==> src/logic/fft_format_pkg.sv <==
package fft_format_pkg;

  // fixed point layout of one real or imaginary component.
  localparam int sample_width = 32;
  localparam int frac_bits    = 16;  // 1.0 is 32'h0001_0000.

  typedef logic signed [sample_width-1:0]   sample_t;
  typedef logic signed [2*sample_width-1:0] product_t;  // full product, 32 fraction bits.

  // how a butterfly applies its twiddle factor.
  typedef enum logic [2:0] {
    mult_general,  // full complex multiply.
    mult_one,      // w = 1.
    mult_neg_one,  // w = -1.
    mult_neg_j,    // w = -j.
    mult_pos_j     // w = +j.
  } shortcut_t;

endpackage

==> src/logic/fft_geometry_pkg.sv <==
package fft_geometry_pkg;

  localparam int n_points      = 8;
  localparam int n_stages      = 3;             // log2(n_points).
  localparam int n_butterflies = n_points / 2;  // per stage.

  // point index within a block.
  typedef logic [n_stages-1:0] index_t;

  // sin(2*pi*k/8) for k = 0..7, same format as the samples.
  // cosines are read a quarter turn further on.
  localparam fft_format_pkg::sample_t sine_table [n_points] = '{
    32'sh0000_0000,  // 0.
    32'sh0000_b505,  // 0.7071.
    32'sh0001_0000,  // 1.0.
    32'sh0000_b505,  // 0.7071.
    32'sh0000_0000,  // 0.
    32'shffff_4afb,  // -0.7071.
    32'shffff_0000,  // -1.0.
    32'shffff_4afb   // -0.7071.
  };

endpackage

==> src/logic/fft_link_if.sv <==
`timescale 1ns/1ns

// one block of complex samples moving between stages.
interface fft_link_if;

  fft_format_pkg::sample_t re [fft_geometry_pkg::n_points];
  fft_format_pkg::sample_t im [fft_geometry_pkg::n_points];
  logic                    val;
  logic                    rdy;

  modport sender (
    output re,
    output im,
    output val,
    input  rdy
  );

  modport receiver (
    input  re,
    input  im,
    input  val,
    output rdy
  );

endinterface

==> src/logic/fft_butterfly.sv <==
`timescale 1ns/1ns

module fft_butterfly #(
  parameter fft_format_pkg::shortcut_t shortcut = fft_format_pkg::mult_general
) (
  input  fft_format_pkg::sample_t a_re,
  input  fft_format_pkg::sample_t a_im,
  input  fft_format_pkg::sample_t b_re,
  input  fft_format_pkg::sample_t b_im,
  input  fft_format_pkg::sample_t w_re,
  input  fft_format_pkg::sample_t w_im,
  output fft_format_pkg::sample_t c_re,
  output fft_format_pkg::sample_t c_im,
  output fft_format_pkg::sample_t d_re,
  output fft_format_pkg::sample_t d_im
);

  fft_format_pkg::product_t p_rr;
  fft_format_pkg::product_t p_ii;
  fft_format_pkg::product_t p_ri;
  fft_format_pkg::product_t p_ir;

  fft_format_pkg::sample_t q_rr;
  fft_format_pkg::sample_t q_ii;
  fft_format_pkg::sample_t q_ri;
  fft_format_pkg::sample_t q_ir;

  fft_format_pkg::sample_t t_re;
  fft_format_pkg::sample_t t_im;

  // four real products at full width.
  assign p_rr = fft_format_pkg::product_t'(b_re) * fft_format_pkg::product_t'(w_re);
  assign p_ii = fft_format_pkg::product_t'(b_im) * fft_format_pkg::product_t'(w_im);
  assign p_ri = fft_format_pkg::product_t'(b_re) * fft_format_pkg::product_t'(w_im);
  assign p_ir = fft_format_pkg::product_t'(b_im) * fft_format_pkg::product_t'(w_re);

  // back to sample format, rounding toward minus infinity.
  assign q_rr = fft_format_pkg::sample_t'(p_rr >>> fft_format_pkg::frac_bits);
  assign q_ii = fft_format_pkg::sample_t'(p_ii >>> fft_format_pkg::frac_bits);
  assign q_ri = fft_format_pkg::sample_t'(p_ri >>> fft_format_pkg::frac_bits);
  assign q_ir = fft_format_pkg::sample_t'(p_ir >>> fft_format_pkg::frac_bits);

  // t = b * w.
  always_comb begin
    case (shortcut)
      fft_format_pkg::mult_one: begin
        t_re = b_re;
        t_im = b_im;
      end
      fft_format_pkg::mult_neg_one: begin
        t_re = -b_re;
        t_im = -b_im;
      end
      fft_format_pkg::mult_neg_j: begin
        t_re = b_im;   // (br + j*bi) * -j = bi - j*br.
        t_im = -b_re;
      end
      fft_format_pkg::mult_pos_j: begin
        t_re = -b_im;  // (br + j*bi) * j = -bi + j*br.
        t_im = b_re;
      end
      default: begin
        t_re = q_rr - q_ii;
        t_im = q_ri + q_ir;
      end
    endcase
  end

  // sums wrap, no scaling.
  assign c_re = a_re + t_re;
  assign c_im = a_im + t_im;
  assign d_re = a_re - t_re;
  assign d_im = a_im - t_im;

endmodule

==> src/logic/fft_stage.sv <==
`timescale 1ns/1ns

module fft_stage #(
  parameter int stage = 0
) (
  input logic         clk,
  input logic         reset,
  fft_link_if.receiver upstream,
  fft_link_if.sender   downstream
);

  typedef enum logic {
    idle,
    full
  } state_t;

  state_t state;
  logic   accept;

  fft_format_pkg::sample_t tw_re  [fft_geometry_pkg::n_butterflies];
  fft_format_pkg::sample_t tw_im  [fft_geometry_pkg::n_butterflies];
  fft_format_pkg::sample_t bf_re  [fft_geometry_pkg::n_points];
  fft_format_pkg::sample_t bf_im  [fft_geometry_pkg::n_points];
  fft_format_pkg::sample_t out_re [fft_geometry_pkg::n_points];
  fft_format_pkg::sample_t out_im [fft_geometry_pkg::n_points];

  fft_twiddle_generator #(
    .stage(stage)
  ) u_twiddle (
    .w_re(tw_re),
    .w_im(tw_im)
  );

  for (genvar b = 0; b < fft_geometry_pkg::n_butterflies; b++) begin : g_bfly
    localparam int span  = 1 << stage;
    localparam int upper = (b / span) * (2 * span) + (b % span);
    localparam int lower = upper + span;  // partner differs in bit "stage".
    localparam int k     = (b % span) * (fft_geometry_pkg::n_points / (2 * span));
    localparam fft_format_pkg::shortcut_t code =
      (k == 0)                           ? fft_format_pkg::mult_one   :
      (k == fft_geometry_pkg::n_points / 4) ? fft_format_pkg::mult_neg_j :
                                           fft_format_pkg::mult_general;

    fft_butterfly #(
      .shortcut(code)
    ) u_bfly (
      .a_re(upstream.re[upper]),
      .a_im(upstream.im[upper]),
      .b_re(upstream.re[lower]),
      .b_im(upstream.im[lower]),
      .w_re(tw_re[b]),
      .w_im(tw_im[b]),
      .c_re(bf_re[upper]),
      .c_im(bf_im[upper]),
      .d_re(bf_re[lower]),
      .d_im(bf_im[lower])
    );
  end

  // take a new block when empty or when the held one leaves this cycle.
  assign upstream.rdy = (state == idle) || downstream.rdy;
  assign accept       = upstream.val && upstream.rdy;

  always_ff @(posedge clk) begin
    if (reset) begin
      state <= idle;
    end else if (accept) begin
      state <= full;
    end else if (downstream.rdy) begin
      state <= idle;  // block handed on, nothing behind it.
    end
  end

  always_ff @(posedge clk) begin
    if (accept) begin
      out_re <= bf_re;
      out_im <= bf_im;
    end
  end

  assign downstream.val = (state == full);
  assign downstream.re  = out_re;
  assign downstream.im  = out_im;

  a_val_after_reset: assert property (@(posedge clk) reset |=> !downstream.val);

  // a held block goes on only together with the one replacing it.
  a_no_overwrite: assert property (@(posedge clk) disable iff (reset)
    upstream.val && upstream.rdy && downstream.val |-> downstream.rdy);

  for (genvar i = 0; i < fft_geometry_pkg::n_points; i++) begin : g_hold_check
    a_hold: assert property (@(posedge clk) disable iff (reset)
      downstream.val && !downstream.rdy |=>
        downstream.val && $stable(downstream.re[i]) && $stable(downstream.im[i]));
  end

endmodule

==> src/logic/fft_twiddle_generator.sv <==
`timescale 1ns/1ns

module fft_twiddle_generator #(
  parameter int stage = 0
) (
  output fft_format_pkg::sample_t w_re [fft_geometry_pkg::n_butterflies],
  output fft_format_pkg::sample_t w_im [fft_geometry_pkg::n_butterflies]
);

  localparam int span = 1 << stage;                          // distinct twiddles here.
  localparam int step = fft_geometry_pkg::n_points / (2 * span);  // table stride.

  if (stage < 0 || stage >= fft_geometry_pkg::n_stages) begin : g_stage_check
    $fatal(1, "fft_twiddle_generator: stage %0d out of range", stage);
  end

  for (genvar b = 0; b < fft_geometry_pkg::n_butterflies; b++) begin : g_twiddle
    localparam fft_geometry_pkg::index_t k =
      fft_geometry_pkg::index_t'((b % span) * step);
    localparam fft_geometry_pkg::index_t k_cos =
      fft_geometry_pkg::index_t'(k + 2);  // quarter turn, wraps at 8.

    // w = cos(2*pi*k/8) - j*sin(2*pi*k/8).
    assign w_re[b] = fft_geometry_pkg::sine_table[k_cos];
    assign w_im[b] = -fft_geometry_pkg::sine_table[k];
  end

endmodule

==> src/flat_wrapper.sv <==
// flat-port wrapper written by rule: the top's interface ports become plain ports
module fft_stage_flat 
#(
  parameter int stage = 0
)
  (clk, reset, upstream_re, upstream_im, upstream_val, upstream_rdy, downstream_re, downstream_im, downstream_val, downstream_rdy);
  fft_link_if upstream_i ();
  fft_link_if downstream_i ();
  input logic clk;
  input logic reset;
  input wire logic [$bits(upstream_i.re)-1:0] upstream_re;
  input wire logic [$bits(upstream_i.im)-1:0] upstream_im;
  input wire logic [$bits(upstream_i.val)-1:0] upstream_val;
  output wire logic [$bits(upstream_i.rdy)-1:0] upstream_rdy;
  output wire logic [$bits(downstream_i.re)-1:0] downstream_re;
  output wire logic [$bits(downstream_i.im)-1:0] downstream_im;
  output wire logic [$bits(downstream_i.val)-1:0] downstream_val;
  input wire logic [$bits(downstream_i.rdy)-1:0] downstream_rdy;
  assign upstream_i.re = {>>{upstream_re}};
  assign upstream_i.im = {>>{upstream_im}};
  assign upstream_i.val = upstream_val;
  assign upstream_rdy = upstream_i.rdy;
  assign downstream_re = {>>{downstream_i.re}};
  assign downstream_im = {>>{downstream_i.im}};
  assign downstream_val = downstream_i.val;
  assign downstream_i.rdy = downstream_rdy;
  fft_stage #(.stage(stage)) u_core (.clk(clk), .reset(reset), .upstream(upstream_i), .downstream(downstream_i));
endmodule
==> config.mk <==
export PLATFORM = sky130hd
export DESIGN_NAME = fft_stage_flat
export DESIGN_NICKNAME = d
export VERILOG_FILES = /design/src/logic/fft_format_pkg.sv /design/src/logic/fft_geometry_pkg.sv /design/src/logic/fft_link_if.sv /design/src/logic/fft_butterfly.sv /design/src/logic/fft_stage.sv /design/src/logic/fft_twiddle_generator.sv /design/src/flat_wrapper.sv
export SDC_FILE = /design/constraint.sdc
export NUM_CORES = 1
export LEC_CHECK = 0
export BUFFER_PORTS_ARGS = -buffer_cell sky130_fd_sc_hd__buf_2
export CAP_MARGIN = 5
export CORE_AREA = 2 2 398 400
export CTS_BUF_LIST = sky130_fd_sc_hd__clkbuf_16
export CTS_CLUSTER_SIZE = 10
export DETAILED_ROUTE_END_ITERATION = 12
export DIE_AREA = 0 0 400 402
export GPL_TIMING_DRIVEN = 1
export HOLD_SLACK_MARGIN = 0.05
export PLACE_DENSITY = 0.47
export RECOVER_POWER = 25
export SLEW_MARGIN = 5
export SYNTH_ARGS = -nofsm -noshare
export SYNTH_HDL_FRONTEND = slang
export SYNTH_SLANG_ARGS = --single-unit
==> constraint.sdc <==
create_clock -name clk -period 12.4 [get_ports clk]
set_clock_uncertainty 0.15 [all_clocks]
set_input_delay 0 -clock clk [delete_from_list [all_inputs] [get_ports clk]]
set_output_delay 0 -clock clk [all_outputs]
set_load 0.1 [all_outputs]
Word-level counts from Yosys, hierarchy flattened --
Index checks and enable logic that the tools add are counted. Widths: inputs -> output; s select.
Word-level totals: bits in read-only memories 0, bits in latches 0, output and inout port bits 514, memories kept 0, input port bits 516, register bits after elaboration 513, bits in writable memories 0
Operators by class: shift-type cells 0, bitwise gates (word level) 1, equality and inequality tests 0, order comparisons 0, reduce and logical (&&, ||, !) cells 3, divide/modulo/power cells 0, add/sub/neg operators 16, multiply operators 0, multiplexer cells 2
Operators by type and width (count):
- $add 32x32->32 | 8
- $sub 32x32->32 | 8
- $mux 1 | 2
- $reduce_bool 2->1 | 1
- $logic_and 1x1->1 | 1
- $logic_or 1x1->1 | 1
- $not 1->1 | 1

Depth between registers and ports, before layout --
word-level depth 4, mapped depth 13, gate-level depth less buffers 13

Modules after synthesis --
From an unflattened synthesis, not the netlist that was laid out.
Second synthesis, totals: cells, all modules 4637, area total of the unflattened synthesis 43436.7 um^2
By module, submodules not included:
- fft_stage | area an instance 15429.8 um^2, cells each 517, instances 1
- fft_butterfly at u_core.g_bfly[0].u_bfly | area an instance 6915.4 um^2, cells each 1030, instances 1
- fft_butterfly at u_core.g_bfly[3].u_bfly | area an instance 6495.0 um^2, cells each 969, instances 1
- fft_butterfly at u_core.g_bfly[1].u_bfly | area an instance 6418.7 um^2, cells each 945, instances 1
- fft_butterfly at u_core.g_bfly[2].u_bfly | area an instance 6248.5 um^2, cells each 918, instances 1
- fft_twiddle_generator | area an instance 1929.4 um^2, cells each 258, instances 1

Worst setup path before layout --
OpenSTA, ideal clock, no wires.
path type register -> register, start point register u_core.state (netlist: u_core.downstream.val), end point register u_core.out_im, in the netlist u_core.downstream.im[0] (enable), period minus slack after synthesis 14078 ps, required time 11320 ps, path slack -1678 ps, stages on the path, launching flop included 3, buffers on the path 0, data arrival time 12998 ps, setup time 930 ps, cell sequence dfxtp_1 nand2b_1 and2_1
On the way: word-level cells in the longest chain between the ends 3
RTL lines:
- start: declaration | line fft_stage.sv:17 | state_t state;
- start signal: assignment | line fft_stage.sv:66 | state <= idle;
- start signal: assignment | line fft_stage.sv:68 | state <= full;
- start signal: assignment | line fft_stage.sv:70 | state <= idle;
- $not 1->1 | line fft_stage.sv:61 | assign upstream.rdy = (state == idle) || downstream.rdy;
- $logic_or 1x1->1 | line fft_stage.sv:61
- via upstream_rdy | line flat_wrapper.sv:14 | output wire logic [$bits(upstream_i.rdy)-1:0] upstream_rdy;
- $logic_and 1x1->1 | line fft_stage.sv:62 | assign accept = upstream.val && upstream.rdy;
- via u_core.accept | line fft_stage.sv:18 | logic accept;
- end signal: assignment | line fft_stage.sv:77 | out_im <= bf_im;
- end: declaration | line fft_stage.sv:25 | fft_format_pkg::sample_t out_im [fft_geometry_pkg::n_points];
The timed path passes the listed nets, and every way through them passes these cells. A chain may end at the register's enable or synchronous reset.

==> results_dict.tcl <==
set metrics [dict create \
    outcome "finished, violations left" \
    violations "capacitance limit, slew limit" \
    antenna_found_initial 73 \
    finalCritPeriodShare 0.417 \
    viasPerCell 4.74 \
    tightest_slew_ps 2210 \
    dp_cells 7241 \
    final_max_slew_viol_count 40 \
    yosysWarnings 0 \
    via_count 40600 \
    clockBufferDepth 3 \
    finalCriticalPeriod_ps 5180 \
    cts.repair.resized 0 \
    clkTransAtPathRegs_ps 60 \
    leakage_nw 26.2 \
    arrival_ps 5420 \
    syn_avg_cell_area_um2 9.45 \
    final.fill_count 15900 \
    drc 0 \
    area_growth_pct 51.2 \
    drive_gt1_frac 0.132 \
    fp.dieW_um 400 \
    endpoint_kind "flip-flop" \
    final_net_count 7446 \
    post_drt_wl_per_cell_um 20.5 \
    port-buffer-count 1029 \
    cts_buffers 73 \
    hold_buffers 1174 \
    finalSetupViolCount 0 \
    finalSetupTns_ps 0 \
    drt_iter0_drc 2527 \
    syn-instance-count 4301 \
    min_path_type "in -> reg" \
    clk_latency_ps 650 \
    post_dp_cell_area_um2 47800 \
    ys_seq_elements 505 \
    hold_viol 0 \
    post_cts_buffers 0 \
    hpwl_mm 138 \
    cts_tree "built" \
    dieHeight_um 402 \
    synth-edff-count 504 \
    gp_congestion 0.940 \
    rsz0062_at_grt "no" \
    fp.dieArea_um2 161000 \
    synthFlopType "edfxtp_1" \
    synthTopCellsByCount "edfxtp_1 (504), ha_1 (496), inv_1 (481), a21oi_1 (439), nor2_1 (404)" \
    worst-endpoint-required_ps 12650 \
    hold-worst-slack_ps 68.1 \
    crit_type "in -> reg" \
    power_density_nw_per_um2 137 \
    synth.cell_area_um2 40600 \
    synth.distinct_cells 94 \
    grt-ovfl-total 0 \
    root_buffer "clkbuf_16" \
    coreArea_um2 157000 \
    antenna_left 0 \
    grt_pass1_wl_mm 256 \
    numClockSinks 505 \
    ios 1030 \
    track_usage 0.210 \
    syn-num-nets 5329 \
    slew_headroom -0.473 \
    yosysSeqAreaShare 0.373 \
    first_pass_iters 5 \
    startpoint_type "input pin" \
    routed_wl_mm 176 \
    instances_no_fill 8583 \
    netlist.top_cell.by_area "edfxtp_1" \
    fin_area_um2 61400 \
    fmax_ghz 0.193 \
    synthMostInstantiatedCell "edfxtp_1" \
    synthTopCellsByArea "edfxtp_1 (37%), ha_1 (15%), xnor2_1 (8.4%)" \
    cap_violations 1 \
    crit_fanout 3 \
    fp-row-count 146 \
    htreeDepth 3 \
    irDropWorstVdd_uv 112 \
    initial_utilization 0.259 \
    grt_pass1_vias 41100 \
    async_flop_share 0 \
    grt_max_degree 75 \
    synth_top_area_share 0.372 \
]
[report_power, final]
group	switching, mW	internal (mW)
combinational	2.86	1.21
sequential	0.0869	2.22
clock	0.858	1.19
total	3.81	4.62
[routing by layer]
layer / wire length (um) / vias up / global-route usage
li1: - / 19500 / -
met1: 70500 / 19400 / 0.245
met2: 83500 / 1398 / 0.358
met3: 14600 / 311 / 0.0616
met4: 7380 / 34 / 0.0862
met5: 238 / - / 0
[metrics by stage]
step	utilization	power, mW	setup slack, ps
after floorplan	-	5.03	3920
after global placement	0.304	5.84	8460
after detailed placement	0.304	5.83	8430
after CTS	0.393	8.53	7220
after global routing	0.391	8.80	7010
final	0.391	8.43	7220
[logic make-up (layout without fill, tap and decap cells)]
logic type,count (synthesis),after routing,share of synthesized area
compound gates,1194,1194,0.191
xor+xnor,464,464,0.100
fa+ha+maj,512,512,0.161
buf+inv,664,2829,0.0628
flops,505,505,0.373
mux,2,2,0.000493
other cells,0,45,0
simple gates,960,960,0.112
[flip-flops by register name, summed over array words and instances (netlist names)]
register / cells
u_core.downstream.im: 252
u_core.downstream.re: 252
u_core.downstream.val: 1
[layout by cell type, fill, tap and decap left out, types with 15 or more instances in the layout]
| cell | n |
|---|---|
| nand2_1 | 128 |
| a21oi_1 | 439 |
| o21ai_1 | 39 |
| clkbuf_16 | 73 |
| nor2_1 | 404 |
| o211ai_1 | 29 |
| dlygate4sd3_1 | 1173 |
| clkbuf_1 | 337 |
| and2_1 | 18 |
| clkinv_1 | 17 |
| nor2b_1 | 54 |
| ha_1 | 496 |
| xor2_1 | 75 |
| nand4_1 | 31 |
| a221oi_1 | 16 |
| nor3_1 | 86 |
| nor4_1 | 32 |
| o31ai_1 | 37 |
| nand3_1 | 47 |
| buf_2 | 693 |
| a211oi_1 | 32 |
| a31oi_1 | 40 |
| nand2b_1 | 61 |
| o21ai_0 | 124 |
| or3_1 | 33 |
| o31a_1 | 15 |
| a21o_1 | 82 |
| xnor2_1 | 389 |
| diode_2 | 45 |
| o21a_1 | 47 |
| o21bai_1 | 136 |
| inv_1 | 490 |
| edfxtp_1 | 504 |
| and3_1 | 24 |
| fa_1 | 16 |
[worst paths after layout]
path,from,cells past startpoint,slack (ps),endpoint
worst max-delay path,upstream_re[64],16,7220,u_core.downstream.re[120]
worst min-delay path,upstream_im[181],4,70,u_core.downstream.im[150]
worst max register to register,u_core.downstream.val,5,8640,u_core.downstream.im[50]
worst min register to register,u_core.downstream.val,3,950,u_core.downstream.val
[area by class of cell]
type / count / area [um2] / area share
multi-input cells: 3132 / 22900 / 0.373
repair buffers: 2213 / 16500 / 0.269
flip-flops and latches: 505 / 15200 / 0.247
well taps: 2072 / 2590 / 0.0422
inverters: 493 / 1850 / 0.0301
clock buffers: 73 / 1830 / 0.0297
clock inverters: 50 / 412 / 0.00670
diodes: 45 / 113 / 0.00183
[worst max-delay path, stage by stage]
cell	delay, ps
dlygate4sd3_1	540
buf_2	140
ha_1	220
fa_1	410
nor2b_1	170
o311ai_1	380
a31oi_1	240
a211o_1	300
nand2_1	120
o21ai_1	130
a221oi_1	650
dlygate4sd3_1	740
o21ai_1	90
dlygate4sd3_1	580
xnor2_1	120
dlygate4sd3_1	570
No activity file was read; power rests on OpenSTA's default activity.
